$ cat config.mk
export PLATFORM = sky130hd
export DESIGN_NAME = huff_ctrl
export DESIGN_NICKNAME = d
export VERILOG_FILES = /design/src/common/huff_pkg.sv /design/src/verilog/huff_ctrl.sv
export SDC_FILE = /design/constraint.sdc
export NUM_CORES = 1
export LEC_CHECK = 0
export ABC_AREA = 1
export BUFFER_PORTS_ARGS = -buffer_cell sky130_fd_sc_hd__buf_2
export CORE_AREA = 2 2 39 41
export DETAILED_ROUTE_END_ITERATION = 8
export DIE_AREA = 0 0 41 43
export GPL_ROUTABILITY_DRIVEN = 0
export GPL_TIMING_DRIVEN = 1
export HOLD_SLACK_MARGIN = 0.05
export PLACE_DENSITY = 0.61
export SYNTH_ARGS = -nofsm -noshare
export SYNTH_HDL_FRONTEND = slang
export SYNTH_SLANG_ARGS = --single-unit
$ cat constraint.sdc
create_clock -name clk -period 2.2 [get_ports clk]
set_input_delay 0.11 -clock clk [delete_from_list [all_inputs] [get_ports clk]]
set_output_delay 0.11 -clock clk [all_outputs]
set_load 0.01 [all_outputs]
$ cat src/common/huff_pkg.sv
package huff_pkg;

    localparam int num_syms  = 256;  // leaves sit at 0..255
    localparam int num_nodes = 511;  // leaves plus at most 255 merged nodes

    typedef logic [8:0] node_idx_t;

    // entry 0 is a leaf and never a parent, so 0 in a parent field marks the root
    localparam node_idx_t no_parent = 9'd0;

    typedef enum logic [2:0] {
        ph_idle     = 3'd0,
        ph_clear    = 3'd1,
        ph_hist     = 3'd2,
        ph_flv      = 3'd3,
        ph_htree    = 3'd4,
        ph_codebook = 3'd5,
        ph_done     = 3'd6
    } huff_phase_t;

    // one word of the node memory
    typedef struct packed {
        logic        live;    // still a merge candidate
        node_idx_t   parent;
        logic [31:0] weight;  // byte count or sum of children
        node_idx_t   left;
        node_idx_t   right;
        logic [3:0]  spare;
    } node_t;

endpackage

$ cat src/verilog/huff_ctrl.sv
module huff_ctrl import huff_pkg::*; (
    input  logic        clk,
    input  logic        rst,
    input  logic        start,
    input  logic        hist_fin,
    input  logic        flv_fin,
    input  logic        flv_end,
    input  logic        htree_fin,
    input  logic        cb_fin,
    output huff_phase_t phase,
    output logic        clear_go,
    output logic        flv_go,
    output logic        htree_go,
    output logic        cb_go,
    output logic        busy,
    output logic        done
);

    assign busy = (phase != ph_idle) && (phase != ph_done);

    always_ff @(posedge clk or posedge rst) begin
        if (rst) begin
            phase    <= ph_idle;
            clear_go <= 1'b0;
            flv_go   <= 1'b0;
            htree_go <= 1'b0;
            cb_go    <= 1'b0;
            done     <= 1'b0;
        end else begin
            clear_go <= 1'b0;
            flv_go   <= 1'b0;
            htree_go <= 1'b0;
            cb_go    <= 1'b0;
            done     <= 1'b0;
            case (phase)
                ph_idle, ph_done: begin
                    phase <= ph_idle;
                    if (start) begin
                        phase    <= ph_clear;
                        clear_go <= 1'b1;
                    end
                end
                // hist_counter pulses fin once after clearing, once after the last byte
                ph_clear: if (hist_fin) phase <= ph_hist;
                ph_hist: begin
                    if (hist_fin) begin
                        phase  <= ph_flv;
                        flv_go <= 1'b1;
                    end
                end
                ph_flv: begin
                    if (flv_end) begin
                        phase <= ph_codebook;  // only the root is left
                        cb_go <= 1'b1;
                    end else if (flv_fin) begin
                        phase    <= ph_htree;
                        htree_go <= 1'b1;
                    end
                end
                ph_htree: begin
                    if (htree_fin) begin
                        phase  <= ph_flv;
                        flv_go <= 1'b1;
                    end
                end
                ph_codebook: begin
                    if (cb_fin) begin
                        phase <= ph_done;
                        done  <= 1'b1;
                    end
                end
                default: phase <= ph_idle;
            endcase
        end
    end

endmodule

After elaboration in Yosys (flattened, before gate mapping)
Index checks and enable logic that the tools add are counted.
{"block": "classes", "eq_ne": 12, "mux": 20, "reduce_logical": 5}
{"op": "two-way mux 3 bit", "n": 6}
{"op": "case mux 3 bit (6 select lines)", "n": 1}
{"op": "two-way mux 1 bit", "n": 12}
{"op": "equality test 3 bit, second input constant", "n": 3}
{"op": "inequality test 2 bit, second input constant", "n": 4}
{"op": "equality test 3 x 2 -> 1 bit, second input constant", "n": 2}
{"op": "inequality test 3 bit, second input constant", "n": 2}
{"op": "AND reduction 5 bit", "n": 1}
{"op": "equality test 3 x 1 -> 1 bit, second input constant", "n": 1}
{"op": "logical NOT 3 bit", "n": 1}
{"op": "nonzero test 3 bit", "n": 1}
{"op": "case mux 1 bit (2 select lines)", "n": 1}
{"op": "OR reduction 2 bit", "n": 1}
{"op": "logical AND 1 bit", "n": 1}
{"block": "totals", "ff_bits": 8, "inputBits": 8, "output_inout_bits": 9, "wordCells": 43}

Logic depth before layout (Yosys ltp)
{"block": "logic_depth", "ltp_word": 3, "mapped_depth": 8, "depth_no_buf": 7}

Worst setup path before layout
No wires, ideal clock.
{"block": "synth_path", "kind": "reg-to-reg", "startpoint": "register phase[0]", "endpoint": "register phase[1]", "setup_time_ps": 117, "t_arrival_ps": 998, "required_ps": 2083, "path_slack_ps": 1085, "stages_incl_launch_ff": 8, "path_buffers": 1, "synth_period_minus_slack_ps": 1115, "cell_sequence": "dfrtp_1 -> buf_6 -> nor2_1 -> nand3_1 -> nand3_1 -> nor2_1 -> nand2_1 -> nand2_1"}
{"block": "synth_between", "elab_chain_len": 3, "word_cells_on_any_way": 15, "classes_between": "eq/ne: 11; mux: 1; reduce/logical: 3"}
{"element": "from (decl)", "line_no": "huff_ctrl.sv:10", "rtl": "output huff_phase_t phase,"}
{"element": "from (signal assigned)", "line_no": "huff_ctrl.sv:23", "rtl": "phase <= ph_idle;"}
{"element": "from (signal assigned)", "line_no": "huff_ctrl.sv:37", "rtl": "phase <= ph_idle;"}
{"element": "from (signal assigned)", "line_no": "huff_ctrl.sv:39", "rtl": "phase <= ph_clear;"}
{"element": "equality test 3 x 2 -> 1 bit (tied with other cells)", "line_no": "huff_ctrl.sv:35", "rtl": "case (phase)"}
{"element": "inequality test 3 bit (no line) (tied with other cells)"}
{"element": "AND reduction 5 bit (no line) or case mux 3 bit (6 select lines) (tied branches)"}
Several ways; a longest one is shown, not always the timed one.
A chain may end at the register's enable or synchronous reset.

Worst setup path after layout
{"block": "layout_path", "startpoint": "register phase[0]", "endpoint": "output busy"}
{"block": "layout_between", "elab_chain_len": 2, "word_cells_on_any_way": 3, "classes_between": "eq/ne: 1; reduce/logical: 2"}
{"element": "inequality test 3 bit or nonzero test 3 bit (tied branches)", "line_no": "huff_ctrl.sv:19", "rtl": "assign busy = (phase != ph_idle) && (phase != ph_done);"}
{"element": "logical AND 1 bit (*)", "line_no": "huff_ctrl.sv:19"}
{"element": "to (decl)", "line_no": "huff_ctrl.sv:15", "rtl": "output logic busy,"}
Mark *: on every way between the ends. The rest lies on a longest branch, timed or not.

==> metrics <==
Overflow after GRT 0; fin. max-slew vios 0; Peak VDD IR roughly 0.45 mV; Horiz. Die Dim 41 µm; Die ar. between 0.0015 and 0.002 mm²; critical path peak fanout 9; switching share of power 44.5%; FF+latch count, synth 8; share of the synthesized area in the top cell type 45.5%; Sequential Power Share between 30% and 40%; via count 440; maxcap violations 0; CTS H-Tree Depth 1; reg2reg start phase[1]; synthesized area 440 µm²; Starting Density a little under a third; Post-Route WL about 940 µm; Slew @ Worst Pin 315 ps; pin count of the biggest net entering global routing 10; clk slew on worst S/H paths 60 ps; Setup TNS 0 ps; flop2flop setup slack just under 1000 ps; most instantiated library cell after synthesis nand2_1; root buffer cell clkbuf_4; Detailed Route Iter0 Violations 9; DP Worst Slack just over 1000 ps; Crit Path Class reg2out; clock sinks 8; DRC viols 0; Worst Path Required between 2000 and 2500 ps; Fin. Hold Viols 0; dominant synthesized flop cell dfrtp_1; initial antenna violation count 0; class of the worst hold path in2reg; RSZ-0062 raised after global routing no; drt wl/cell slightly above 10 µm; number of synthesized flops with an enable pin 0; Syn Area/Cell 7.46 µm²; Ys Warns 0; Pwr Density 1250 mW/mm²; crit path DAT between 1000 and 1500 ps; Sw Pwr roughly 0.00031 W; Nets between 80 and 90; GRT Total Usage 13.4%; fmax roughly 750 MHz; final period utilization about three fifths; Critical Path Start phase[0]; CTS Buf Count 3; Skew-Pair Late Insertion Delay ~260 ps; # diodes 0; fin worst setup slack between 800 and 900 ps; R2R depth 7; Int Pwr between 0.0003 and 0.0004 W; Yosys top cell by area dfrtp_1; Syn Inst Count around 60; row count 14; CTS tree done; synth unique cells 15; final setup violation count 0; Post-Syn Nets 67; top cells by area, synth dfrtp_1 (45%), nand2_1 (13%), inv_1 (7.7%), nand3_1 (6.8%), nor2_1 (6.8%); design area 551 µm²; IO Pins 17; HPWL after DPL ~750 µm; Critical Path End busy; Slew headroom about four fifths; Post-DRT Antenna Nets 0; Area Overhead vs Synth 25.0%; clock buffer depth 2; IO Port Bufs 16; crit start category register; total core area roughly 0.0014 mm²; Post-synth ARST share 100%; Clock Power Share 16.8%; Post-DP Area just over 500 µm²; layout cells sized above 1 29.9%; Resized Gates After CTS 0; most frequent cells after synthesis nand2_1 (15), inv_1 (9), dfrtp_1 (8), nor2_1 (8), nand3_1 (6); Via density between 4 and 5; crit path capture type output pin; cell leakage power roughly 0.34 nW; first-pass GRT wire length 1.55 mm; Layout Skew around 3.5 ps; final hold slack around 91 ps; minimum clock period between 1000 and 1500 ps; logic gate share of total power between 40 and 50%; status completed; Die Ht between 40 and 50 µm; TritonRoute pass-1 iters 4; vias in the first global route 408; worst r2r dst phase[0]; sequential element share of the synthesized area approximately 45%
==> worst min-delay path by stage <==
stage                      start  cells past startpoint  endpoint
after CTS                 cb_fin                      3      done
after floorplan              rst                      1     cb_go
after detailed placement     rst                      2  htree_go
after global placement       rst                      2      done
after global routing      cb_fin                      3      done
final                     cb_fin                      3      done
==> per-stage QoR <==
| step | util, % | std cells | power (W) |
|---|---|---|---|
| finish | 39.8 | 93 | 0.000690 |
| detailed placement | 37.4 | 89 | 0.000575 |
| global route | 39.8 | 93 | 0.000760 |
| floorplan | - | 59 | 0.000494 |
| CTS | 39.8 | 93 | 0.000696 |
| global placement | 37.4 | 89 | 0.000566 |
==> critical path, stage by stage (launching register included) <==
cell	delay, ps
dfrtp_1	460
inv_1	140
nand2_1	90
nand2_1	90
nand2_1	50
buf_2	140
==> per-layer routing <==
layer / part of all wire, % / track usage (%) / up-vias
met1: 45 / 15.3 / 204
li1: - / - / 221
met5: 0 / 0 / -
met3: 5.8 / 4.71 / 2
met2: 48 / 20.0 / 13
met4: 1.1 / 8.67 / 0
==> area by class of cell <==
type                       count  area (µm²)
multi-input combinational     38         176
inverter                      11        41.3
timing repair buffer          17        90.1
clock buffer                   3        22.5
sequential                     8         200
tap                           16        20.0
fill                         155         833
==> registers in the layout, summed over array words and instances, names as in the netlist <==
name / count
cb_go: 1
clear_go: 1
done: 1
flv_go: 1
htree_go: 1
phase: 3
==> cells in the final DEF (no fill, tap or decap) <==
cell,instances
inv_1,9
o22ai_1,1
nor2_2,1
nor2_1,8
nand4_1,2
buf_2,16
nand2_1,15
nand3_2,1
o211ai_1,1
dfrtp_1,8
o21a_1,1
o21ai_0,1
dlygate4sd3_1,1
clkbuf_4,3
nand3_1,6
o21ai_1,1
inv_2,2
==> power groups by stage <==
stage	logic [W]	clock network, W	registers, W
after floorplan	0.000242	0	0.000252
after global placement	0.000316	0	0.000250
after detailed placement	0.000325	0	0.000251
after CTS	0.000327	0.000120	0.000248
after global routing	0.000372	0.000129	0.000259
final	0.000327	0.000116	0.000247
==> cell families (layout without fill, tap and decap cells) <==
| group | Yosys count | in the layout | share of synthesized area [%] |
|---|---|---|---|
| AOI/OAI and AO/OA | 5 | 5 | 7.10 |
| and+or+nand+nor | 33 | 33 | 33.0 |
| buffers and inverters | 13 | 31 | 14.5 |
| DFF | 8 | 8 | 45.5 |
==> what timing repair did <==
action	CTS	global route
endpoints found under the hold margin	8	0
hold buffers	1	0
buffers inserted	0	0
(Power assumes the default switching activity.)
