==> src/common/huff_pkg.sv <==
package huff_pkg;

    localparam int num_syms  = 256;  // leaves sit at 0..255
    localparam int num_nodes = 511;  // leaves plus at most 255 merged nodes

    typedef logic [8:0] node_idx_t;

    // entry 0 is a leaf and never a parent, so 0 in a parent field marks the root
    localparam node_idx_t no_parent = 9'd0;

    typedef enum logic [2:0] {
        ph_idle     = 3'd0,
        ph_clear    = 3'd1,
        ph_hist     = 3'd2,
        ph_flv      = 3'd3,
        ph_htree    = 3'd4,
        ph_codebook = 3'd5,
        ph_done     = 3'd6
    } huff_phase_t;

    // one word of the node memory
    typedef struct packed {
        logic        live;    // still a merge candidate
        node_idx_t   parent;
        logic [31:0] weight;  // byte count or sum of children
        node_idx_t   left;
        node_idx_t   right;
        logic [3:0]  spare;
    } node_t;

endpackage

==> src/common/sram_pkg.sv <==
package sram_pkg;

    localparam int mem_addr_bits = 9;

    typedef struct packed {
        logic                     we;     // write when set, read otherwise
        logic [mem_addr_bits-1:0] addr;
        logic [63:0]              wdata;
    } mem_req_t;

    typedef struct packed {
        logic        done;   // one-cycle completion
        logic [63:0] rdata;  // valid with done
    } mem_rsp_t;

endpackage

==> src/htree/flv_scan.sv <==
module flv_scan import huff_pkg::*, sram_pkg::*; (
    input  logic      clk,
    input  logic      rst,
    input  logic      flv_go,
    input  node_idx_t next_free,
    output mem_req_t  req,
    output logic      req_stb,
    input  mem_rsp_t  rsp,
    output logic      found,
    output node_idx_t first_idx,
    output node_idx_t second_idx,
    output node_t     first_node,
    output node_t     second_node,
    output logic      flv_end
);

    typedef enum logic {s_idle, s_wait} scan_state_t;

    scan_state_t state;
    node_idx_t   scan_idx;
    logic        have1;
    logic        have2;
    logic        take1;
    logic        take2;
    logic        pair_ok;
    node_t       cur;

    assign cur = node_t'(rsp.rdata);
    assign req = '{we: 1'b0, addr: scan_idx, wdata: '0};

    // strict compares keep the lower index on a tie, since the scan ascends
    assign take1   = cur.live && (!have1 || cur.weight < first_node.weight);
    assign take2   = cur.live && !take1 && (!have2 || cur.weight < second_node.weight);
    assign pair_ok = have2 || take2 || (take1 && have1);

    always_ff @(posedge clk or posedge rst) begin
        if (rst) begin
            state    <= s_idle;
            scan_idx <= '0;
            have1    <= 1'b0;
            have2    <= 1'b0;
            req_stb  <= 1'b0;
            found    <= 1'b0;
            flv_end  <= 1'b0;
        end else begin
            req_stb <= 1'b0;
            found   <= 1'b0;
            flv_end <= 1'b0;
            case (state)
                s_idle: begin
                    if (flv_go) begin
                        state    <= s_wait;
                        scan_idx <= '0;
                        have1    <= 1'b0;
                        have2    <= 1'b0;
                        req_stb  <= 1'b1;
                    end
                end
                s_wait: begin
                    if (rsp.done) begin
                        have1 <= have1 || take1;
                        have2 <= pair_ok;
                        if (scan_idx == next_free - 9'd1) begin
                            state   <= s_idle;
                            found   <= pair_ok;
                            flv_end <= !pair_ok;  // root is the one live entry left
                        end else begin
                            scan_idx <= scan_idx + 9'd1;
                            req_stb  <= 1'b1;
                        end
                    end
                end
                default: state <= s_idle;
            endcase
        end
    end

    // held after found until the builder has used them
    always_ff @(posedge clk) begin
        if (state == s_wait && rsp.done) begin
            if (take1) begin
                second_idx  <= first_idx;
                second_node <= first_node;
                first_idx   <= scan_idx;
                first_node  <= cur;
            end else if (take2) begin
                second_idx  <= scan_idx;
                second_node <= cur;
            end
        end
    end

endmodule

==> config.mk <==
export PLATFORM = sky130hd
export DESIGN_NAME = flv_scan
export DESIGN_NICKNAME = d
export VERILOG_FILES = /design/src/common/huff_pkg.sv /design/src/common/sram_pkg.sv /design/src/htree/flv_scan.sv
export SDC_FILE = /design/constraint.sdc
export NUM_CORES = 1
export LEC_CHECK = 0
export ABC_AREA = 1
export BUFFER_PORTS_ARGS = -buffer_cell sky130_fd_sc_hd__buf_2
export CAP_MARGIN = 10
export CORE_UTILIZATION = 51
export DETAILED_ROUTE_END_ITERATION = 8
export MAX_ROUTING_LAYER = met4
export PLACE_DENSITY = 0.81
export SLEW_MARGIN = 20
export SYNTH_ARGS = -nofsm -noshare
export SYNTH_HDL_FRONTEND = slang
export SYNTH_SLANG_ARGS = --single-unit
export TNS_END_PERCENT = 10
==> constraint.sdc <==
create_clock -name clk -period 6.34 [get_ports clk]
set_clock_uncertainty 0.15 [all_clocks]
set_input_delay 1.585 -clock clk [delete_from_list [all_inputs] [get_ports clk]]
set_output_delay 1.585 -clock clk [all_outputs]
set_load 0.05 [all_outputs]
Word level (Yosys, flattened, before mapping)
Cells that the tools add are included.

Flip-flop bits (word level): 161. Output and inout bits: 223.

$add $sub $neg: 2. Magnitude comparators: 2. Equal/unequal tests: 4. Multiplexer cells: 25. Bitwise operators: 1. Reduce and logical (&&, ||, !) cells: 19.

Operators with widths (count): $mux 64 (2); $lt 32x32->1 (2); $mux 9 (5); $pmux 9 s2 (1); $mux 1 (13); $add 9x1->9 const B (1); $eq 9x9->1 (1); $sub 9x1->9 const B (1); $pmux 1 s2 (4); $ne 2x2->1 const B (3); $reduce_and 2->1 (3); $logic_and 1x1->1 (5); $logic_or 1x1->1 (5); $logic_not 1->1 (4); $reduce_and 3->1 (1); $reduce_bool 2->1 (1); $not 1->1 (1).

Logic depth before layout (Yosys ltp)
Word-level depth: 12. Gate-level depth with buffers: 17.

Worst setup path after synthesis
No wires, ideal clock.

Path type: in2reg. Start: input port rsp[27] in the netlist's numbering. End: register first_idx[0], enable pin. Library setup time: 0.504 ns. Arrival time: 5.822 ns. Required time: 5.686 ns. Slack: -0.136 ns. Stages: 13. Cell sequence: ha_1 > a21oi_1 > nor2_1 > nor3_1 > nand2_1 > nand2_1 > nand2_1 > nand2_1 > nand2_2 > nand2_4 > nand2_4 > buf_2 > nor2_1.

Word-level cells in the longest chain between the ends: 4.

RTL lines: start, declared (RTL line flv_scan.sv:8) `input mem_rsp_t rsp,`; $lt 32x32->1 (RTL line flv_scan.sv:32) `assign take1 = cur.live && (!have1 || cur.weight < first_node.weight);`; $logic_or 1x1->1 (RTL line flv_scan.sv:32); $logic_and 1x1->1 (RTL line flv_scan.sv:32); $reduce_and 2->1 (no source line); end signal, assigned (RTL line flv_scan.sv:84) `first_idx <= scan_idx;`; end, declared (RTL line flv_scan.sv:10) `output node_idx_t first_idx,`.

No other way between the ends. A chain may end at the register's enable or synchronous reset.

Final worst setup path
Start: input port rsp[27] in the netlist's numbering. End: register first_node[22] in the netlist's numbering, enable pin.

Word-level cells in the longest chain between the ends: 4.

RTL lines: $lt 32x32->1 (RTL line flv_scan.sv:32); $logic_or 1x1->1 (RTL line flv_scan.sv:32); $logic_and 1x1->1 (RTL line flv_scan.sv:32); $reduce_and 2->1 (no source line); end signal, assigned (RTL line flv_scan.sv:85) `first_node <= cur;`; end, declared (RTL line flv_scan.sv:12) `output node_t first_node,`.

No other way between the ends.

==> results.txt <==
----------------------------------------------------
[Status]
  Status ... finished, final reports clean

[Worst setup path]
  Launch point of the worst path ... rsp[27]
  Critical Path Sink Type ... flop
  Crit start category ... input port
  Maximum fanout along the worst path ... 35
  Worst r2r path cells ... 14
  CP arrival ... 3960 ps
  Reg-to-reg critical path startpoint ... first_node[27]$_DFFE_PP_
  Worst endpoint required time ... 6250 ps
  Worst Path Class, Setup ... in -> reg

[Timing]
  Clock period minus final worst setup slack ... 4050 ps
  Worst-case headroom to the max-slew limit ... 35.9%
  Final hold vios ... 0
  FMAX ... 247 MHz
  Transition time at the pin with the least slew margin ... 961 ps
  Worst hold margin ... 422 ps
  Max Slew Vio Count ... 0
  Number of setup violations in the final report ... 0
  Post-route fraction of the period consumed by the critical path ... 63.9%
  Setup repair after global routing missed its margin ... no
  Slack of the critical path ... 2290 ps

[Yosys]
  Fraction of post-synthesis cell area in the top cell type by area ... 48.4%
  Synth top area cells ... sky130_fd_sc_hd__edfxtp_1, sky130_fd_sc_hd__nand2_1, sky130_fd_sc_hd__ha_1, sky130_fd_sc_hd__nand3_2, sky130_fd_sc_hd__buf_4
  Number of synthesized flops with an enable pin ... 146
  List of most frequent post-synthesis cells ... sky130_fd_sc_hd__nand2_1, sky130_fd_sc_hd__edfxtp_1, sky130_fd_sc_hd__inv_1
  Number of distinct library cell variants in the gate-level netlist after synthesis ... 42
  Most frequently used cell type in the post-synthesis netlist ... sky130_fd_sc_hd__nand2_1
  Ys Warns ... 0
  Async SR Flop Fraction ... 9.32%
  Cell taking the most area after synthesis ... sky130_fd_sc_hd__edfxtp_1
  Summed instance area of the synthesized netlist ... 9060 um2
  Most used flip-flop cell after synthesis ... sky130_fd_sc_hd__edfxtp_1
  Sequential element share of the synthesized area ... 52.5%
  Post-Synthesis Mean Instance Area ... 10.4 um2
  Post-Syn Instances ... 871
  Register bit total from synthesis ... 161

[Die]
  Die height ... 135 um
  Core area ... 17400 um2
  Floorplan die width ... 135 um
  Standard-cell row count ... 48
  I/O pin cnt ... 300
  Starting utilization of the core area ... 52.2%
  Area of the die ... 18300 um2

[CTS]
  Number of clock buffers inserted by TritonCTS ... 17
  CTS tree ... yes
  Buffers from clock root to sink, at most ... 2
  Number of H-tree levels ... 4
  Number of buffers inserted by hold repair at cts ... 0
  Later-pin clock latency in the skew report ... 420 ps
  Number of sinks handled by clock tree synthesis ... 161
  Total setup buffers inserted after CTS ... 0
  Clock-pin slew on the worst setup and hold paths ... 60 ps
  Root buf cell ... sky130_fd_sc_hd__clkbuf_16
  Resized Gates After CTS ... 0

[Global routing]
  Overflow after GRT ... 0
  Pin count of the biggest net entering global routing ... 73
  Total routing resource utilization after global routing ... 23.6%
  Antenna violations before repair ... 2
  Number of global-route vias before repair ... 6269
  First-pass GRT wire length ... 31.7 mm

[Detailed routing]
  Average wire per cell in the routed design ... 15.4 um
  Wire length after detailed routing ... 20.7 mm
  Final routed DRC violation total ... 0
  Count of nets left with antenna violations after detail routing ... 0
  First drt pass iteration count ... 5
  Detailed Route Iter0 Violations ... 386
  Average via count per standard cell ... 4.99
  Vias ... 6693

[Placed design]
  RD Place Congestion ... 0.849
  DP Wirelength ... 14.8 mm
  Port Buffer Count ... 234
  Pre-CTS setup slack ... 1850 ps

[Layout]
  Area overhead of the layout relative to synthesis ... 17.8%
  Fraction of layout cells with a size suffix above 1 ... 31.7%
  Nets ... 1243

[Pwr]
  Leakage ... 5.23 nW
  Total power after layout ... 3.07 mW
  Part of the total power dissipated in the clock network ... 31.7%
  Sw frac ... 35.5%
  Total power density per cell area ... 288 nW/um2
  Combinational group share of total power ... 25.0%
  IR drop worst, VDD ... 0.191 mV
  Net load switching power ... 1.09 mW
  Cell-internal power ... 1.98 mW
  Relative contribution of sequential cells to total power ... 43.3%

[Hold path]
  Startpoint of the worst hold path ... have2$_DFFE_PP0P_
  Class of the most critical hold timing path ... reg -> reg
  Cell count of the worst hold path ... 3

[Job]
  Maximum Capacitance Violations ... 0

----------------------------------------------------
==> worst max-delay path: stages <==
cell                      delay, ps
sky130_fd_sc_hd__buf_2          130
sky130_fd_sc_hd__ha_1           310
sky130_fd_sc_hd__a21oi_1        160
sky130_fd_sc_hd__nor2_1          50
sky130_fd_sc_hd__nor3_1         150
sky130_fd_sc_hd__nand2_1         90
sky130_fd_sc_hd__nand2_1         60
sky130_fd_sc_hd__nand2_1         90
sky130_fd_sc_hd__nand2_1         90
sky130_fd_sc_hd__nand2_2         60
sky130_fd_sc_hd__nand2_4        290
sky130_fd_sc_hd__nand2_4         90
sky130_fd_sc_hd__nor2_4         300
sky130_fd_sc_hd__buf_4          480
==> registers in the layout, summed over array words and instances, names as in the netlist <==
name and count:
req_stb 1, scan_idx 9, state 1, first_idx 9
second_idx 9, have1 1, second_node 64, flv_end 1
have2 1, first_node 64, found 1
==> metrics by stage <==
step | instances | TNS [ps] | area [um2] | utilization, %
final | 1342 | 0 | 10700 | 61.5
after global routing | 1342 | 0 | 10700 | 61.5
after CTS | 1340 | 0 | 10700 | 61.5
after detailed placement | 1308 | 0 | 10100 | 58.3
after global placement | 1308 | 0 | 10100 | 58.3
after floorplan | 935 | -7190 | 9310 | -
==> path summary, 6_finish.rpt <==
check | end | slack (ps)
max | first_node[22]$_DFFE_PP_ | 2290
min | flv_end$_DFF_PP0_ | 420
max reg2reg | first_node[22]$_DFFE_PP_ | 3080
min in group asynchronous | found$_DFF_PP0_ | 1060
max in group asynchronous | req_stb$_DFF_PP0_ | 4610
min reg2reg | flv_end$_DFF_PP0_ | 420
==> power by group through the flow <==
stage	Sequential (mW)	Clock (mW)	Combinational, mW
floorplan	1.57	0	0.420
global placement	1.35	0	0.755
detailed placement	1.35	0	0.769
CTS	1.33	0.998	0.772
global route	1.34	1.03	0.829
finish	1.33	0.974	0.769
==> cell families (layout without fill, tap and decap cells) <==
family | after synthesis | after routing | synth area share, %
AOI/OAI and AO/OA | 47 | 47 | 2.76
xor gates and xnor gates | 14 | 14 | 1.60
adders and majority gates | 64 | 64 | 8.83
buffers and inverters | 188 | 368 | 11.8
DFF | 161 | 161 | 52.5
other | 1 | 67 | 0.0414
and+or+nand+nor | 396 | 396 | 22.4
==> area by class of cell <==
cell class,count,area (um2)
clock inverter,15,133
fill,1439,6680
antenna,2,5.00
tap,225,282
timing repair buffer,241,1230
clock buffer,17,425
inverter,95,357
sequential,161,4760
multi-input combinational,586,3490
==> cells in the final DEF, fill, tap and decap left out, drive strengths merged, types with 7 or more instances in the layout <==
cell and count:
a21oi 31, nand4 7, dfrtp 15, edfxtp 146, ha 64, xnor2 7, inv 99, buf 241
conb 65, o21ai 10, nand2 246, clkbuf 17, nand3 98, nor2 37, xor2 7, clkinv 9
==> routing by layer <==
layer | vias up | share of wire [%] | wire length [um] | track usage (%)
met4 | 0 | 1.5 | 317 | 7.99
li1 | 3228 | - | - | -
met1 | 3147 | 43 | 8830 | 29.4
met3 | 27 | 6.4 | 1330 | 4.38
met5 | - | 0 | 0 | -
met2 | 291 | 49 | 10200 | 38.5
Power figures use the tool's default switching activity.
