<file path="src/common/huff_pkg.sv">
package huff_pkg;

    localparam int num_syms  = 256;  // leaves sit at 0..255
    localparam int num_nodes = 511;  // leaves plus at most 255 merged nodes

    typedef logic [8:0] node_idx_t;

    // entry 0 is a leaf and never a parent, so 0 in a parent field marks the root
    localparam node_idx_t no_parent = 9'd0;

    typedef enum logic [2:0] {
        ph_idle     = 3'd0,
        ph_clear    = 3'd1,
        ph_hist     = 3'd2,
        ph_flv      = 3'd3,
        ph_htree    = 3'd4,
        ph_codebook = 3'd5,
        ph_done     = 3'd6
    } huff_phase_t;

    // one word of the node memory
    typedef struct packed {
        logic        live;    // still a merge candidate
        node_idx_t   parent;
        logic [31:0] weight;  // byte count or sum of children
        node_idx_t   left;
        node_idx_t   right;
        logic [3:0]  spare;
    } node_t;

endpackage

</file>
<file path="src/common/sram_pkg.sv">
package sram_pkg;

    localparam int mem_addr_bits = 9;

    typedef struct packed {
        logic                     we;     // write when set, read otherwise
        logic [mem_addr_bits-1:0] addr;
        logic [63:0]              wdata;
    } mem_req_t;

    typedef struct packed {
        logic        done;   // one-cycle completion
        logic [63:0] rdata;  // valid with done
    } mem_rsp_t;

endpackage

</file>
<file path="src/codebook/code_length.sv">
module code_length import huff_pkg::*, sram_pkg::*; (
    input  logic       clk,
    input  logic       rst,
    input  logic       cb_go,
    output mem_req_t   req,
    output logic       req_stb,
    input  mem_rsp_t   rsp,
    output logic       len_valid,
    output logic [7:0] len_sym,
    output logic [7:0] len_bits,
    output logic       cb_fin
);

    typedef enum logic {s_idle, s_wait} cb_state_t;

    cb_state_t  state;
    logic [7:0] sym;
    node_idx_t  rd_addr;
    logic       at_leaf;
    logic [7:0] hops;
    node_t      cur;

    assign cur = node_t'(rsp.rdata);
    assign req = '{we: 1'b0, addr: rd_addr, wdata: '0};

    always_ff @(posedge clk or posedge rst) begin
        if (rst) begin
            state     <= s_idle;
            sym       <= '0;
            rd_addr   <= '0;
            at_leaf   <= 1'b0;
            hops      <= '0;
            req_stb   <= 1'b0;
            len_valid <= 1'b0;
            len_sym   <= '0;
            len_bits  <= '0;
            cb_fin    <= 1'b0;
        end else begin
            req_stb   <= 1'b0;
            len_valid <= 1'b0;
            cb_fin    <= 1'b0;
            case (state)
                s_idle: begin
                    if (cb_go) begin
                        state   <= s_wait;
                        sym     <= '0;
                        rd_addr <= '0;
                        at_leaf <= 1'b1;
                        hops    <= '0;
                        req_stb <= 1'b1;
                    end
                end
                s_wait: begin
                    if (rsp.done) begin
                        if (!(at_leaf && cur.weight == '0) && cur.parent != no_parent) begin
                            hops    <= hops + 8'd1;  // one more level up
                            rd_addr <= cur.parent;
                            at_leaf <= 1'b0;
                            req_stb <= 1'b1;
                        end else begin
                            if (!(at_leaf && cur.weight == '0)) begin
                                len_valid <= 1'b1;  // reached the root
                                len_sym   <= sym;
                                len_bits  <= hops;
                            end
                            if (sym == 8'd255) begin
                                state  <= s_idle;
                                cb_fin <= 1'b1;
                            end else begin
                                sym     <= sym + 8'd1;
                                rd_addr <= {1'b0, sym + 8'd1};
                                at_leaf <= 1'b1;
                                hops    <= '0;
                                req_stb <= 1'b1;
                            end
                        end
                    end
                end
                default: state <= s_idle;
            endcase
        end
    end

endmodule

</file>
<file path="config.mk">
export PLATFORM = sky130hd
export DESIGN_NAME = code_length
export DESIGN_NICKNAME = d
export VERILOG_FILES = /design/src/common/huff_pkg.sv /design/src/common/sram_pkg.sv /design/src/codebook/code_length.sv
export SDC_FILE = /design/constraint.sdc
export NUM_CORES = 1
export LEC_CHECK = 0
export BUFFER_PORTS_ARGS = -buffer_cell sky130_fd_sc_hd__buf_4
export CAP_MARGIN = 25
export CORE_UTILIZATION = 44
export DETAILED_ROUTE_END_ITERATION = 10
export GPL_TIMING_DRIVEN = 0
export PLACE_DENSITY_LB_ADDON = 0.25
export SYNTH_ARGS = -nofsm -noshare
export SYNTH_HDL_FRONTEND = slang
export SYNTH_SLANG_ARGS = --single-unit
</file>
<file path="constraint.sdc">
create_clock -name clk -period 3.15 [get_ports clk]
set_clock_uncertainty 0.2 [all_clocks]
set_input_delay 0.63 -clock clk [delete_from_list [all_inputs] [get_ports clk]]
set_output_delay 0.63 -clock clk [all_outputs]
set_load 0.005 [all_outputs]
</file>
; ---- After elaboration in Yosys (flattened, before gate mapping)
; Index checks and enable logic that the tools add are counted.
[classes]
add_sub_neg = 2
n_eq_ne = 6
mux = 34
n_bitwise = 3
n_reduce_logical = 8
[ops]
columns = operator, count
row1 = $mux W8, 7
row2 = $mux W9, 4
row3 = $logic_not A32 Y1, 1
row4 = $pmux W8 S2, 2
row5 = $pmux W9 S2, 1
row6 = $mux W1, 17
row7 = $add A8 B1 Y8 const B, 2
row8 = $reduce_bool A9 Y1, 1
row9 = $eq A8 B8 Y1 const B, 1
row10 = $ne A2 B2 Y1 const B, 4
row11 = $reduce_and A4 Y1, 2
row12 = $pmux W1 S2, 3
row13 = $ne A3 B3 Y1 const B, 1
row14 = $not A1 Y1, 3
row15 = $reduce_and A3 Y1, 1
row16 = $logic_and A1 B1 Y1, 2
row17 = $logic_not A1 Y1, 1
[totals]
register_bits = 46
elab_cells = 63

; ---- Longest topological paths before layout
; Gate-level depths: netlist of the first run.
[depth]
ltp_word = 7
mapped_depth = 8

; ---- Worst setup path after synthesis of the first run
; OpenSTA, ideal clock, no wires.
[synth_timing]
path_kind = input -> register
from = input port rsp[32] (netlist name)
to = register len_bits[0]
setup_time_ns = 0.127
t_arrival_ns = 2.130
required_time_ns = 2.823
setup_slack_ns = 0.692
cell_stages = 6
path_buffers = 1
cell_sequence = or4_4 -> nor3_4 -> nand3_2 -> nand3_2 -> buf_6 -> mux2_1
[synth_via]
elab_chain_len = 6
word_cells_on_any_way = 7
cone_classes = 2 x bitwise / 5 x reduce/logical
[synth_lines]
columns = item, line
row1 = "start, declared", code_length.sv:7  ; input mem_rsp_t rsp,
row2 = $logic_not A32 Y1 (*), "code_length.sv:55, code_length.sv:61"
row3 = $logic_and A1 B1 Y1 (*), "code_length.sv:55, code_length.sv:61"
row4 = $logic_not A1 Y1, --
row5 = $logic_and A1 B1 Y1, code_length.sv:55  ; if (!(at_leaf && cur.weight == '0) && cur.parent != no_parent) begin
row6 = $not A1 Y1 (no source line), --
row7 = $reduce_and A4 Y1 (no source line) (*), --
row8 = "end signal, assigned", code_length.sv:64  ; len_bits <= hops;
row9 = "end, declared", code_length.sv:10  ; output logic [7:0] len_bits,
; Every way passes the cells marked *; elsewhere a longest branch is shown, timed or not.
; A chain may end at the register's enable or synchronous reset.

; ---- Final worst setup path of the first run
[layout_timing]
from = register sym[0]
to = register rd_addr[5]
[layout_via]
elab_chain_len = 5
word_cells_on_any_way = 8
cone_classes = 1 x add/sub / 2 x eq/ne / 4 x mux / 1 x reduce/logical
[layout_lines]
columns = item, line
row1 = "start, declared", code_length.sv:17  ; logic [7:0] sym;
row2 = "start signal, assigned", code_length.sv:70  ; sym <= sym + 8'd1;
row3 = $add A8 B1 Y8, code_length.sv:71  ; rd_addr <= {1'b0, sym + 8'd1};
row4 = $mux W9, code_length.sv:66  ; if (sym == 8'd255) begin
row5 = $mux W9, code_length.sv:55
row6 = $mux W9, code_length.sv:54  ; if (rsp.done) begin
row7 = $pmux W9 S2, code_length.sv:42  ; case (state)
row8 = "end signal, assigned", code_length.sv:57  ; rd_addr <= cur.parent;
row9 = "end signal, assigned", code_length.sv:71
row10 = "end, declared", code_length.sv:18  ; node_idx_t rd_addr;
; Parallel ways exist; a longest one is shown, timed or not. The select of a mux whose other input is x is not followed.

==> results of run 1 <==
[per-stage QoR]
step	hold slack (ns)	instances	worst slack [ns]	area, um2
2_1_floorplan	0.252	368	0.692	3050
3_3_place_gp	0.253	515	0.355	3690
3_5_place_dp	0.257	516	0.313	3710
4_1_cts	0.175	524	0.566	3800
5_1_grt	0.197	524	0.425	3800
6_report	0.161	524	0.554	3800
[worst max-delay path: cells and delay by family, from the launching register on]
family	cells	cell delay [ns]
AO/OA/AOI/OAI	3	0.68
AND/OR/NAND/NOR	3	0.67
flip-flops	1	0.51
adder cells (fa/ha/maj)	1	0.30
buffers and inverters	1	0.13
[cell type report]
| type | count | area [um2] | area share (%) |
|---|---|---|---|
| well taps | 75 | 93.8 | 2.47 |
| flip-flops and latches | 46 | 1150 | 30.3 |
| repair buffers | 73 | 568 | 14.9 |
| plain buffers | 73 | 544 | 14.3 |
| clock inverters | 2 | 13.8 | 0.362 |
| multi-input cells | 244 | 1340 | 35.2 |
| clock buffers | 6 | 72.6 | 1.91 |
| inverters | 5 | 18.8 | 0.494 |
[synthesized netlist by cell type, types with 3 or more instances]
| library cell | n |
|---|---|
| dfrtp_1 | 46 |
| o211ai_1 | 4 |
| nor2_1 | 9 |
| nand3_1 | 8 |
| and2_1 | 3 |
| o21ai_1 | 10 |
| xnor2_1 | 3 |
| mux2_2 | 6 |
| nor4_1 | 6 |
| buf_4 | 65 |
| o21ai_0 | 10 |
| a21oi_1 | 4 |
| nor3_1 | 9 |
| nand2_1 | 51 |
| nand3_2 | 3 |
| a31oi_1 | 5 |
| inv_1 | 5 |
| and3_1 | 8 |
| buf_6 | 3 |
[logic make-up (layout without fill, tap and decap cells)]
kind of cell | after synthesis | count (layout) | share of synthesized area [%]
AOI/OAI and AO/OA | 50 | 50 | 12.3
DFF | 46 | 46 | 40.9
buffers and inverters | 78 | 159 | 20.0
adders and majority gates | 2 | 2 | 0.890
xor gates and xnor gates | 5 | 5 | 1.56
muxes | 9 | 9 | 3.52
and+or+nand+nor | 113 | 113 | 20.7
other | 1 | 65 | 0.133
[metal layers]
metal	vias to the layer above	track usage [%]	share of wire [%]
met4	0	8.25	1.8
met5	-	0	0
li1	1214	-	-
met2	123	34.1	48
met1	1125	26.9	43
met3	13	5.33	7.2
[sequential cells by signal, indices dropped and copies added (netlist names)]
signal	count
len_valid	1
req_stb	1
len_bits	8
hops	8
state	1
len_sym	8
at_leaf	1
sym	8
cb_fin	1
rd_addr	9
[power breakdown]
part           internal [mW]  leakage [nW]  switching [mW]
Combinational          0.144          1.45           0.104
Sequential             0.633         0.606          0.0445
Clock                  0.157        0.0452           0.207
[final timing paths]
kind	depth (start not counted)	slack, ns	end	start
worst max-delay path	8	0.55	rd_addr[5]$_DFFE_PP0P_	sym[0]$_DFFE_PP0P_
worst min-delay path	2	0.16	sym[4]$_DFFE_PP0P_	rst
worst max register to register	8	0.55	rd_addr[5]$_DFFE_PP0P_	sym[0]$_DFFE_PP0P_
worst min register to register	2	0.27	len_bits[1]$_DFFE_PP0P_	len_bits[1]$_DFFE_PP0P_
max in group asynchronous	3	2.09	rd_addr[1]$_DFFE_PP0P_	rst
min in group clk	2	0.27	len_bits[1]$_DFFE_PP0P_	len_bits[1]$_DFFE_PP0P_
==> impl_metrics.tcl, run 1 <==
set metrics [dict create \
    tightest_slew_ns 0.711 \
    final_common_cell "buf_4" \
    drtIter0Drc 116 \
    syn_area_per_cell_um2 9.25 \
    dp_hpwl_um 5220 \
    root_buffer "clkbuf_8" \
    cpMaxStageDelayCell "dfrtp_1" \
    htreeDepth 2 \
    fin_nets 518 \
    hold_class "in -> async" \
    max_freq_mhz 385 \
    finalCritPeriodShare_pct 82.4 \
    end_kind "flop" \
    yosys_warnings 0 \
    ant_nets 0 \
    num_antenna_cells 0 \
    place.gp.congestion 0.864 \
    drive_gt1_share_pct 37.9 \
    die_x_um 81.9 \
    cts-resized-gates 0 \
    grt_max_degree 25 \
    post_drt_via_cell_ratio 4.72 \
    hold_viol 0 \
    cp.required_ns 3.15 \
    leakage_nw 2.10 \
    grt_pass1_vias 2223 \
    wl_per_cell_um 12.6 \
    cap_violations 0 \
    setup_viol 0 \
    slew_viol_final 0 \
    first_pass_iters 4 \
    clkSinkCount 46 \
    cts_max_path_buffers 2 \
    ys_seq_area_share_pct 40.9 \
    clk_latency_ns 0.31 \
    fin_util_pct 63.1 \
    total_power_mw 1.29 \
    worst_setup_path_start_kind "flop" \
    fin_tns_setup_ns 0 \
    port_buffers 72 \
    path_class "reg -> reg" \
    slew_headroom_pct 52.4 \
    routed_wl_um 6610 \
    synth_seq_cells 46 \
    grt_usage_pct 21.1 \
    tritoncts "built" \
    synthDominantCellAreaShare_pct 40.9 \
    rsz0062_at_grt "no" \
    io_pins 161 \
    initial_core_util_pct 46.7 \
    ys_async_sr_fraction_pct 100 \
    ys_types 54 \
    crit_chain "ha_1 -> nand3_2 -> or2_1 -> and2_1 -> buf_6 -> a32oi_2 -> a21oi_2 -> a211o_1" \
    antenna_found_initial 0 \
    fp.dieArea_um2 6710 \
    die_y_um 81.9 \
    path_max_fanout 7 \
    cpPeakStageDelay_ns 0.51 \
    p_per_area_nw_per_um2 340 \
    synth_area_leaders "dfrtp_1, buf_4, nand2_1" \
    fin_crit_ns 2.60 \
    cts_made_buffers 5 \
    via_count 2475 \
    synth_edf_count 0 \
    grt_pass1_wl_um 10600 \
    clk_pin_slew_worst_paths_ns 0.09 \
    cts_setup_buffers 0 \
    synth_area_um2 2810 \
    ir_worst_vdd_mv 0.232 \
    synth_cells 304 \
    arrival_ns 2.60 \
    rows 28 \
    synth_ff_type "dfrtp_1" \
    fillCellCount 534 \
    gr-total-overflow 0 \
    hold_buffers 0 \
    core_area_um2 6030 \
    status "finished clean" \
    syn_to_final_growth_pct 35.2 \
    yosys.area.top_type "dfrtp_1" \
    drcViolationCount 0 \
    final_cell_mix "buf_4, conb_1, nand2_1, dfrtp_1" \
]
Note: power is estimated with default switching activity, not from simulation.
==> inputs of run 2 (changes only) <==
==> constraint.sdc (replaced) <==
create_clock -name clk -period 2.7 [get_ports clk]
set_clock_uncertainty 0.2 [all_clocks]
set_input_delay 0.54 -clock clk [delete_from_list [all_inputs] [get_ports clk]]
set_output_delay 0.54 -clock clk [all_outputs]
set_load 0.005 [all_outputs]
==> run 2 against run 1 <==
  * Non-clock buffer count unchanged
  * Total power up 17%
  * Via count up 0.73%
  * Critical path depth unchanged
  * Global-route usage unchanged
  * Combinational power up 17%
  * Highest routed layer unchanged
==> impl_metrics.tcl, run 2 (synthesis results as in run 1) <==
set metrics [dict create \
    status "finished clean" \
    grt_pass1_wl_um 10600 \
    final_common_cell "buf_4" \
    syn_to_final_growth_pct 35.6 \
    p_per_area_nw_per_um2 396 \
    crit_chain "ha_1 -> nand3_2 -> or2_1 -> and2_1 -> buf_6 -> a32oi_4 -> a21oi_2 -> a211o_1" \
    grt_usage_pct 21.1 \
    cts-resized-gates 0 \
    dp_hpwl_um 5220 \
    rows 28 \
    cpPeakStageDelay_ns 0.50 \
    tightest_slew_ns 0.721 \
    path_class "reg -> reg" \
    drtIter0Drc 106 \
    drcViolationCount 0 \
    largest_reg_flops 9 \
    root_buffer "clkbuf_8" \
    cp.required_ns 2.70 \
    cts_made_buffers 5 \
    fin_tns_setup_ns 0 \
    tritoncts "built" \
    hold_viol 0 \
    r2r_setup_slack_ns 0.20 \
    fp.dieArea_um2 6710 \
    die_x_um 81.9 \
    fin_crit_ns 2.50 \
    arrival_ns 2.50 \
    cts_max_path_buffers 2 \
    clk_pin_slew_worst_paths_ns 0.09 \
    core_area_um2 6030 \
    hold_buffers 0 \
    via_count 2493 \
    grt_pass1_vias 2223 \
    cp.depth 8 \
    worst_setup_path_start_kind "flop" \
    crit_start "sym[0]$_DFFE_PP0P_" \
    first_pass_iters 4 \
    routed_wl_um 6660 \
    wl_per_cell_um 12.7 \
    finalCritPeriodShare_pct 92.5 \
    path_max_fanout 7 \
    ir_worst_vdd_mv 0.270 \
    rsz0062_at_grt "no" \
    cpMaxStageDelayCell "dfrtp_1" \
    ant_nets 0 \
    fin_nets 518 \
    cap_violations 0 \
    clkSinkCount 46 \
    post_drt_via_cell_ratio 4.76 \
    final_cell_mix "buf_4, conb_1, nand2_1, dfrtp_1" \
    htreeDepth 2 \
    max_freq_mhz 400 \
    slew_headroom_pct 51.7 \
    antenna_found_initial 0 \
    crit_family "simple AND/OR/NAND/NOR gates" \
    grt_max_degree 25 \
    cts_setup_buffers 0 \
    port_buffers 72 \
    clk_latency_ns 0.31 \
    die_y_um 81.9 \
    place.gp.congestion 0.864 \
    end_kind "flop" \
    io_pins 161 \
    reg2reg_depth 8 \
    drive_gt1_share_pct 37.9 \
    initial_core_util_pct 46.7 \
    slew_viol_final 0 \
    num_antenna_cells 0 \
    hold_class "in -> async" \
    path_buf_inv 1 \
    fin_util_pct 63.2 \
    gr-total-overflow 0 \
    setup_viol 0 \
    leakage_nw 2.10 \
    top_register "rd_addr" \
    r2r-start "sym[0]$_DFFE_PP0P_" \
]
==> run 2: cell types whose count changed in the layout (fill, tap and decap cells not counted) <==
| cell | before | now |
|---|---|---|
| a32oi_4 | 0 | 1 |
| a32oi_2 | 1 | 0 |
==> run 2: path summary, 6_finish.rpt <==
kind                                            to
max reg2reg                 rd_addr[5]$_DFFE_PP0P_
max in group asynchronous   rd_addr[4]$_DFFE_PP0P_
max                         rd_addr[5]$_DFFE_PP0P_
min                         rd_addr[2]$_DFFE_PP0P_
min in group clk           len_bits[1]$_DFFE_PP0P_
min reg2reg                len_bits[1]$_DFFE_PP0P_
==> run 2: final cells by class <==
class	instances	area, um2
fill	537	2210
multi-input combinational	244	1350
sequential	46	1150
timing repair buffer	73	568
buffer	73	544
tap	75	93.8
clock buffer	6	72.6
inverter	5	18.8
clock inverter	2	13.8
==> run 2: metal layers <==
layer,up-vias,share of wire (%),GRT usage (%)
met5,-,0,0
met4,0,2.1,8.25
met1,1150,42,26.9
li1,1218,-,-
met3,16,7.9,5.33
met2,109,48,34.1
==> run 2: per-stage QoR <==
stage | power [mW] | instances | instance area (um2) | hold slack, ns | worst slack [ns]
floorplan | 0.970 | 368 | 3050 | 0.252 | 0.332
global placement | 1.07 | 515 | 3690 | 0.253 | -0.00505
detailed placement | 1.09 | 516 | 3710 | 0.257 | -0.0468
CTS | 1.51 | 524 | 3800 | 0.0852 | 0.116
global route | 1.59 | 524 | 3810 | 0.107 | 0.0805
finish | 1.51 | 524 | 3810 | 0.0696 | 0.202
==> run 2: worst reg2reg max path, delay by kind of cell (launching register included) <==
family                   cells  cell delay [ns]
AND/OR/NAND/NOR              3             0.67
AO/OA/AOI/OAI                3             0.58
flip-flops                   1             0.50
adder cells (fa/ha/maj)      1             0.29
buffers and inverters        1             0.14
==> run 2: power breakdown <==
part	switching, mW	internal, mW	total (mW)
sequential	0.0522	0.739	0.791
clock	0.243	0.183	0.426
combinational	0.122	0.169	0.291
