===== src/common/huff_pkg.sv =====
package huff_pkg;

    localparam int num_syms  = 256;  // leaves sit at 0..255
    localparam int num_nodes = 511;  // leaves plus at most 255 merged nodes

    typedef logic [8:0] node_idx_t;

    // entry 0 is a leaf and never a parent, so 0 in a parent field marks the root
    localparam node_idx_t no_parent = 9'd0;

    typedef enum logic [2:0] {
        ph_idle     = 3'd0,
        ph_clear    = 3'd1,
        ph_hist     = 3'd2,
        ph_flv      = 3'd3,
        ph_htree    = 3'd4,
        ph_codebook = 3'd5,
        ph_done     = 3'd6
    } huff_phase_t;

    // one word of the node memory
    typedef struct packed {
        logic        live;    // still a merge candidate
        node_idx_t   parent;
        logic [31:0] weight;  // byte count or sum of children
        node_idx_t   left;
        node_idx_t   right;
        logic [3:0]  spare;
    } node_t;

endpackage


===== src/common/sram_pkg.sv =====
package sram_pkg;

    localparam int mem_addr_bits = 9;

    typedef struct packed {
        logic                     we;     // write when set, read otherwise
        logic [mem_addr_bits-1:0] addr;
        logic [63:0]              wdata;
    } mem_req_t;

    typedef struct packed {
        logic        done;   // one-cycle completion
        logic [63:0] rdata;  // valid with done
    } mem_rsp_t;

endpackage


===== src/histogram/hist_counter.sv =====
module hist_counter import huff_pkg::*, sram_pkg::*; (
    input  logic       clk,
    input  logic       rst,
    input  logic       clear_go,
    input  logic       byte_valid,
    input  logic       byte_last,
    input  logic [7:0] byte_data,
    output mem_req_t   req,
    output logic       req_stb,
    input  mem_rsp_t   rsp,
    output logic       hist_busy,
    output logic       hist_fin
);

    typedef enum logic [2:0] {s_idle, s_clr_wait, s_byte, s_rd_wait, s_wr_wait} hist_state_t;

    hist_state_t state;
    node_idx_t   clr_addr;
    logic [7:0]  sym;
    logic        last_q;
    logic        stb_q;
    node_t       rd_node;
    node_t       wr_node;

    assign rd_node   = node_t'(rsp.rdata);
    assign hist_busy = (state != s_idle) && (state != s_byte);

    // the read for a new byte goes out in the strobe cycle itself
    always_comb begin
        if (state == s_byte && byte_valid) begin
            req_stb = 1'b1;
            req     = '{we: 1'b0, addr: {1'b0, byte_data}, wdata: '0};
        end else if (state == s_wr_wait) begin
            req_stb = stb_q;
            req     = '{we: 1'b1, addr: {1'b0, sym}, wdata: wr_node};
        end else begin
            req_stb = stb_q;
            req     = '{we: 1'b1, addr: clr_addr, wdata: '0};  // clearing
        end
    end

    always_ff @(posedge clk or posedge rst) begin
        if (rst) begin
            state    <= s_idle;
            clr_addr <= '0;
            stb_q    <= 1'b0;
            hist_fin <= 1'b0;
        end else begin
            stb_q    <= 1'b0;
            hist_fin <= 1'b0;
            case (state)
                s_idle: begin
                    if (clear_go) begin
                        state    <= s_clr_wait;
                        clr_addr <= '0;
                        stb_q    <= 1'b1;
                    end
                end
                s_clr_wait: begin
                    if (rsp.done) begin
                        clr_addr <= clr_addr + 9'd1;
                        if (clr_addr == num_nodes) begin
                            hist_fin <= 1'b1;  // clear finished
                            state    <= s_byte;
                        end else begin
                            stb_q <= 1'b1;
                        end
                    end
                end
                s_byte: if (byte_valid) state <= s_rd_wait;
                s_rd_wait: begin
                    if (rsp.done) begin
                        stb_q <= 1'b1;  // write back the new count
                        state <= s_wr_wait;
                    end
                end
                s_wr_wait: begin
                    if (rsp.done) begin
                        if (last_q) begin
                            hist_fin <= 1'b1;
                            state    <= s_idle;
                        end else begin
                            state <= s_byte;
                        end
                    end
                end
                default: state <= s_idle;
            endcase
        end
    end

    always_ff @(posedge clk) begin
        if (state == s_byte && byte_valid) begin
            sym    <= byte_data;
            last_q <= byte_last;
        end
        if (state == s_rd_wait && rsp.done) begin
            wr_node        <= rd_node;
            wr_node.live   <= 1'b1;
            wr_node.weight <= rd_node.weight + 32'd1;
        end
    end

    // sender has to wait for hist_busy low between bytes
    a_byte_while_busy: assert property (@(posedge clk) disable iff (rst)
        byte_valid |-> !hist_busy)
        else $error("byte strobe while histogram busy");

endmodule


===== config.mk =====
export PLATFORM = sky130hd
export DESIGN_NAME = hist_counter
export DESIGN_NICKNAME = d
export VERILOG_FILES = /design/src/common/huff_pkg.sv /design/src/common/sram_pkg.sv /design/src/histogram/hist_counter.sv
export SDC_FILE = /design/constraint.sdc
export NUM_CORES = 1
export LEC_CHECK = 0
export BUFFER_PORTS_ARGS = -buffer_cell sky130_fd_sc_hd__buf_4
export CAP_MARGIN = 40
export CORE_ASPECT_RATIO = 0.9
export CORE_MARGIN = 2
export CORE_UTILIZATION = 31
export DETAILED_ROUTE_END_ITERATION = 16
export PLACE_DENSITY = 0.65
export SLEW_MARGIN = 5
export SYNTH_ARGS = -nofsm -noshare
export SYNTH_HDL_FRONTEND = slang
export SYNTH_SLANG_ARGS = --single-unit

===== constraint.sdc =====
create_clock -name clk -period 3.65 [get_ports clk]
set_clock_uncertainty 0.2 [all_clocks]
set_input_delay 0.73 -clock clk [delete_from_list [all_inputs] [get_ports clk]]
set_output_delay 0.73 -clock clk [all_outputs]
set_load 0.02 [all_outputs]

== Word-level counts from Yosys, hierarchy flattened ==
Cells that the tools add are included.

* Register bits after elaboration: 86
* Latch bits: 0
* Memory bits (writable): 0
* ROM bits: 0
* Bits of input ports: 78
* Output and inout port bits: 77
* Word-level logic and storage cells: 57
* Memories: 0

* Add/subtract/negate cells: 2
* $mul: 0
* Divide/modulo/power cells: 0
* Magnitude comparators: 0
* Equal/unequal tests: 12
* Shift operators: 0
* Muxes and demuxes: 24
* Bitwise gates (word level): 0
* Reductions and logical operators: 8

{| class="wikitable"
|+ Operators by type and width
! operator !! count
|-
| 74-bit two-way mux || 1
|-
| 73-bit two-way mux || 1
|-
| 32-bit by 1-bit adder with 32-bit output, second input constant || 1
|-
| 3-bit two-way mux || 6
|-
| 9-bit two-way mux || 2
|-
| 9-bit case mux with 2 select lines || 1
|-
| 3-bit case mux with 5 select lines || 1
|-
| 2-bit inequality test, second input constant || 6
|-
| 9-bit by 1-bit adder with 9-bit output, second input constant || 1
|-
| 9-bit equality test, second input constant || 1
|-
| 1-bit two-way mux || 9
|-
| 3-bit by 2-bit equality test with 1-bit output, second input constant || 2
|-
| 6-bit AND reduction || 1
|-
| 3-bit by 1-bit equality test with 1-bit output, second input constant || 1
|-
| 3-bit equality test, second input constant || 1
|-
| 1-bit logical AND || 3
|-
| 3-bit zero test || 1
|-
| 3-bit by 2-bit inequality test with 1-bit output, second input constant || 1
|-
| 1-bit case mux with 3 select lines || 1
|-
| 3-bit AND reduction || 1
|-
| 3-bit nonzero test || 1
|-
| 2-bit two-way mux || 1
|-
| 1-bit case mux with 2 select lines || 1
|-
| 2-bit nonzero test || 1
|}

== Logic depth before layout (Yosys ltp) ==
Gate-level depths: netlist of the first run.

* Word-level depth: 4
* Mapped depth: 7
* Gate-level depth less buffers: 7

== Worst setup path after synthesis of the first run ==
No wires, ideal clock.

* Kind: input port to flip-flop
* Start: input rsp[64] (netlist bit)
* End: register wr_node[0] (netlist bit) (enable)
* Library setup time: 0.429 ns
* Arrival: 2.578 ns
* Data required time: 3.021 ns
* Setup slack: 0.443 ns
* Stages on the path: 2
* Path buffers: 1
* Cells stage by stage: clkbuf_1 and3_1

* Longest elaborated chain between the ends: 1

{| class="wikitable"
|+ Ends and longest elaborated chain
! item !! RTL line !! RTL
|-
| start: declaration || hist_counter.sv:10 || <nowiki>input mem_rsp_t rsp,</nowiki>
|-
| 1-bit logical AND || hist_counter.sv:97 || <nowiki>if (state == s_rd_wait && rsp.done) begin</nowiki>
|-
| end signal: assignment || hist_counter.sv:98 || <nowiki>wr_node <= rd_node;</nowiki>
|-
| end: declaration || hist_counter.sv:23 || <nowiki>node_t wr_node;</nowiki>
|}

No other way between the ends.
A chain may end at the register's enable or synchronous reset.

==> results.py, run 1 <==
metrics = {
    "place": {
        "gp_congestion": 0.877,
        "io_buffers": 153,
        "hpwl_um": 7170,
    },
    "critical_path": {
        "required_ps": 2720,
        "crit_arrival_ps": 2130,
        "crit_top_cell": "buf_4",
        "crit_slowest_cell": "dfrtp_1",
        "worstSetupStartpointType": "register",
        "path_cells": "nor2b_1, and3_1, buf_4, nand2_1, o21ai_0, buf_4",
        "critPathKind": "register to output pin",
        "max_stage_delay_ps": 510,
        "setup.worst_path.end_class": "output pin",
        "path_max_fanout": 18,
    },
    "synth": {
        "ys_seq_area_share_pct": 59.8,
        "synth-seq-cells": 86,
        "yosysWarningCount": 0,
        "syn_area_sq_um": 4200,
        "synth_nets": 436,
        "synth-main-ff-cell": "edfxtp_1",
        "synth_cell_type_count": 38,
        "synth-edff-count": 72,
        "syn_area_per_cell_sq_um": 11.8,
        "async_flop_share_pct": 16.3,
        "netlist_instances": 355,
    },
    "detailed_routing": {
        "routedWlPerCell_um": 14.3,
        "drc_errors": 0,
        "antenna_left": 0,
        "drt_iter0_markers": 216,
        "wirelength_um": 9690,
        "num_vias": 3126,
        "via_per_inst": 4.60,
        "dr.pass1.iters": 4,
    },
    "grt": {
        "grt_overflow": 0,
        "grt_pass1_wl_um": 15500,
        "grt_pass1_vias": 3037,
        "grt_max_degree": 48,
        "grtUsageTotal_pct": 13.7,
        "antenna_found_initial": 0,
    },
    "floorplanning": {
        "core_area_sq_um": 13300,
        "dieArea_sq_um": 14500,
        "die_w_um": 127,
        "fp-row-count": 40,
        "die_h_um": 114,
        "initial_core_util_pct": 31.6,
        "pin_count": 155,
    },
    "clock_network": {
        "cts_num_sinks": 86,
        "insertion_delay_ps": 330,
        "root_buffer": "clkbuf_16",
        "cts_resized": 0,
        "numCtsBuffers": 9,
        "cts_tree": "yes",
        "cts_max_path_buffers": 2,
        "h-tree-depth": 3,
        "clkTransAtPathRegs_ps": 60,
        "cts_hold_buffers": 0,
        "post-cts-setup-buffer-count": 0,
    },
    "power_and_ir_drop": {
        "power_density_nw_per_um2": 413,
        "p_leak_nw": 2.44,
        "finalPower_mw": 2.41,
        "ir_drop_uv": 225,
    },
    "layout": {
        "layout_commonest_cell": "buf_4",
        "finish.utilization_pct": 43.9,
        "layout-drive-gt1-share_pct": 35.5,
        "diodes": 0,
        "final_cell_mix": "buf_4, edfxtp_1, and2_1, nand2_1, xnor2_1",
        "layout.nets": 588,
        "fillers": 1245,
        "synthToLayoutAreaGrowth_pct": 39.1,
    },
    "sta": {
        "setup_viol": 0,
        "period_share_pct": 83.9,
        "setup_tns_ps": 0,
        "tightest_slew_ps": 707,
        "slew_headroom_pct": 52.9,
        "rsz0062_at_grt": "no",
        "hold_slack_ps": 247,
        "max_freq_mhz": 327,
        "hold_viol": 0,
        "slew_viol_final": 0,
        "period_minus_slack_ps": 3060,
    },
    "hold_path": {
        "hold_class": "input port to async pin",
    },
    "outcome": {
        "status": "finished clean",
    },
    "run": {
        "maxCapViolations": 0,
    },
}
## stage by stage
step	area, sq um	std cells	setup WS (ps)
after floorplan	4200	355	443
after global placement	5550	664	864
after detailed placement	5550	664	872
after CTS	5850	680	546
after global routing	5850	680	322
final	5850	680	589
## synth_stat cells (3+ instances only)
master	count	area (sq um)
and2_1	64	400
xnor2_1	21	184
edfxtp_1	72	2160
xor2_1	9	78.8
a21oi_1	4	20.0
buf_2	5	25.0
nand4_1	10	62.6
dfrtp_1	14	350
nand2_1	23	86.3
nor2_1	15	56.3
clkbuf_1	12	45.0
nand3_1	18	90.1
and3_1	10	62.6
o21ai_0	17	85.1
or2_2	3	18.8
inv_1	12	45.0
and4_1	4	35.0
a31oi_1	5	31.3
ha_1	3	37.5
mux2i_1	10	100
## where the power goes
group	internal, mW	switching (mW)
combinational	0.174	0.191
sequential	1.10	0.0471
clock	0.530	0.376
total	1.80	0.613
## registers in the layout (all words and copies together) (netlist names)
| register | flops |
|---|---|
| clr_addr | 9 |
| wr_node | 63 |
| state | 3 |
| last_q | 1 |
| hist_fin | 1 |
| stb_q | 1 |
| sym | 8 |
## routing by layer
layer | vias up | wire [um] | GRT usage, %
li1 | 1566 | - | -
met1 | 1474 | 3960 | 16.3
met2 | 75 | 5100 | 23.2
met3 | 11 | 522 | 5.09
met4 | 0 | 117 | 4.47
met5 | - | 0 | 0
## critical path: cells and delay by family, from the launching register on
kind,cells,cell delay [ps]
and+or+nand+nor,3,720
DFF,1,510
buffers and inverters,2,480
AOI/OAI and AO/OA,1,70
## cell type report
cell class / instances / area (sq um) / share of cell area (%)
Inverter: 12 / 45.0 / 0.770
Timing Repair Buffer: 158 / 1200 / 20.5
Clock inverter: 7 / 72.6 / 1.24
Tap cell: 168 / 210 / 3.60
Sequential cell: 86 / 2510 / 43.0
Multi-Input combinational cell: 240 / 1580 / 27.1
Clock buffer: 9 / 225 / 3.85
## kinds of logic after synthesis
logic type | count (synthesis) | share of synthesized area (%)
multiplexers | 10 | 2.38
buffers and inverters | 29 | 2.74
AO/OA/AOI/OAI | 38 | 5.42
adder cells (fa/ha/maj) | 3 | 0.893
XOR/XNOR | 30 | 6.25
flip-flops | 86 | 59.8
AND/OR/NAND/NOR | 159 | 22.5
## path summary, 6_finish.rpt
check,startpoint,end,slack (ps),depth (start not counted)
min in group clk,clr_addr[8],clr_addr[8],340,2
worst min register to register,clr_addr[8],clr_addr[8],340,2
max in group asynchronous,rst,clr_addr[0],2630,2
worst max register to register,state[1],wr_node[2],1370,3
worst min-delay path,rst,hist_fin,250,2
worst max-delay path,state[1],req[68],590,6
No activity file was read; power rests on OpenSTA's default activity.
==> run 2: changes to the inputs <==
--- a/config.mk
+++ b/config.mk
@@ -11,7 +11,7 @@
 export CORE_MARGIN = 2
 export CORE_UTILIZATION = 31
 export DETAILED_ROUTE_END_ITERATION = 16
-export PLACE_DENSITY = 0.65
+export PLACE_DENSITY = 0.67
 export SLEW_MARGIN = 5
 export SYNTH_ARGS = -nofsm -noshare
 export SYNTH_HDL_FRONTEND = slang
==> constraint.sdc (replaced) <==
create_clock -name clk -period 2.7 [get_ports clk]
set_clock_uncertainty 0.2 [all_clocks]
set_input_delay 0.54 -clock clk [delete_from_list [all_inputs] [get_ports clk]]
set_output_delay 0.54 -clock clk [all_outputs]
set_load 0.02 [all_outputs]
==> results.py, run 2 (synthesis results as in run 1) <==
metrics = {
    "place": {
        "post-place-ws_ps": 321,
        "hpwl_um": 7190,
        "post_dp_cell_area_sq_um": 5580,
        "gp_congestion": 0.856,
        "place_inst": 666,
        "io_buffers": 153,
    },
    "layout": {
        "diodes": 0,
        "largest_reg_flops": 63,
        "layout-drive-gt1-share_pct": 36.6,
        "instances_no_fill": 682,
        "reg_top3": "wr_node x63, clr_addr x9, sym x8",
        "layout_commonest_cell": "buf_4",
        "synthToLayoutAreaGrowth_pct": 41.7,
        "finish.utilization_pct": 44.7,
        "final_cell_mix": "buf_4, edfxtp_1, and2_1, nand2_1, xnor2_1",
        "regMostFlops": "wr_node",
        "layout.nets": 590,
        "stdcell_area_sq_um": 5960,
    },
    "sta": {
        "period_share_pct": 95.6,
        "setup_tns_ps": 0,
        "max_freq_mhz": 387,
        "rsz0062_at_grt": "no",
        "setup_viol": 0,
        "hold_slack_ps": 52.6,
        "hold_viol": 0,
        "slew_headroom_pct": 60.2,
        "period_minus_slack_ps": 2580,
        "setup_ws_ps": 118,
        "tightest_slew_ps": 593,
        "slew_viol_final": 0,
    },
    "floorplanning": {
        "pin_count": 155,
        "initial_core_util_pct": 31.6,
        "die_w_um": 127,
        "die_h_um": 114,
        "dieArea_sq_um": 14500,
        "fp-row-count": 40,
        "core_area_sq_um": 13300,
    },
    "detailed_routing": {
        "drc_errors": 0,
        "dr.pass1.iters": 6,
        "num_vias": 3160,
        "via_per_inst": 4.63,
        "wirelength_um": 9720,
        "routedWlPerCell_um": 14.3,
        "drt_iter0_markers": 154,
        "antenna_left": 0,
    },
    "hold_path": {
        "hold_class": "input port to async pin",
    },
    "critical_path": {
        "rrSetupSlack_ps": 680,
        "setup.worst_path.end_class": "output pin",
        "worstSetupStartpointType": "register",
        "crit_arrival_ps": 1840,
        "rr_worst_depth": 7,
        "required_ps": 1960,
        "r2r_start": "clr_addr[0]",
        "critPathKind": "register to output pin",
        "path_max_fanout": 30,
        "worst_r2r_endpoint": "clr_addr[8]",
    },
    "power_and_ir_drop": {
        "sw_frac_of_total_pct": 23.0,
        "pwr-share-seq_pct": 44.2,
        "power_density_nw_per_um2": 591,
        "ir_drop_uv": 325,
        "cellInternalPower_mw": 2.71,
        "clkPwrFrac_pct": 42.0,
        "p_leak_nw": 2.49,
        "p_sw_mw": 0.812,
        "finalPower_mw": 3.52,
        "comb_power_share_pct": 13.8,
    },
    "grt": {
        "grt_max_degree": 65,
        "grtUsageTotal_pct": 13.2,
        "antenna_found_initial": 0,
        "grt_pass1_vias": 3064,
        "grt_pass1_wl_um": 15200,
        "grt_overflow": 0,
    },
    "run": {
        "maxCapViolations": 0,
    },
    "clock_network": {
        "insertion_delay_ps": 330,
        "root_buffer": "clkbuf_16",
        "cts_tree": "yes",
        "cts_num_sinks": 86,
        "post-cts-setup-buffer-count": 0,
        "h-tree-depth": 3,
        "cts_max_path_buffers": 2,
        "numCtsBuffers": 9,
        "clkTransAtPathRegs_ps": 60,
    },
    "outcome": {
        "status": "finished clean",
    },
}
## run 2: changes by cell type in the layout (fill, tap and decap cells not counted), sizes merged
cell / before / now
buf: 158 / 160
bufinv: 1 / 4
inv: 13 / 12
clkinv: 1 / 2
clkinvlp: 4 / 1
## run 2: worst max path at each step
stage | depth (start not counted) | end | slack [ps] | startpoint
after CTS | 5 | req[72] | 4 | state[1]
after global placement | 5 | req[67] | 330 | state[2]
final | 5 | req[68] | 120 | state[0]
after floorplan | 5 | req[72] | 230 | state[0]
after global routing | 5 | req[68] | 20 | state[0]
after detailed placement | 5 | req[68] | 320 | state[2]
## run 2: repair_timing
item                                    4_1_cts  5_1_grt
gates resized for setup                       1        6
hold buffers                                  0        0
endpoints found under the setup margin        5       10
## run 2: power by group through the flow
stage	sequential (mW)	clock, mW	combinational (mW)
floorplan	1.55	0	0.276
global placement	1.58	0	0.481
detailed placement	1.58	0	0.488
CTS	1.55	1.52	0.490
global route	1.57	1.57	0.537
finish	1.56	1.48	0.486
## run 2: layout make-up
type / instances / area [sq um]
clock buffers: 9 / 225
clock inverters: 7 / 136
fillers: 1256 / 7360
inverters: 12 / 45.0
multi-input cells: 240 / 1590
flip-flops and latches: 86 / 2510
well taps: 168 / 210
repair buffers: 160 / 1240
## run 2: layer usage
| layer | vias to the layer above | part of all wire [%] | track usage [%] |
|---|---|---|---|
| met5 | - | 0 | 0 |
| met4 | 0 | 1.4 | 5.42 |
| met2 | 70 | 53 | 23.1 |
| li1 | 1569 | - | - |
| met3 | 9 | 3.8 | 2.34 |
| met1 | 1512 | 41 | 16.2 |
## run 2: critical path, cell delays in order (launching register included)
cell and delay [ps]:
dfrtp_1 460, nor3b_4 310, buf_8 240, mux2i_1 210, o21ai_0 110, buf_4 170
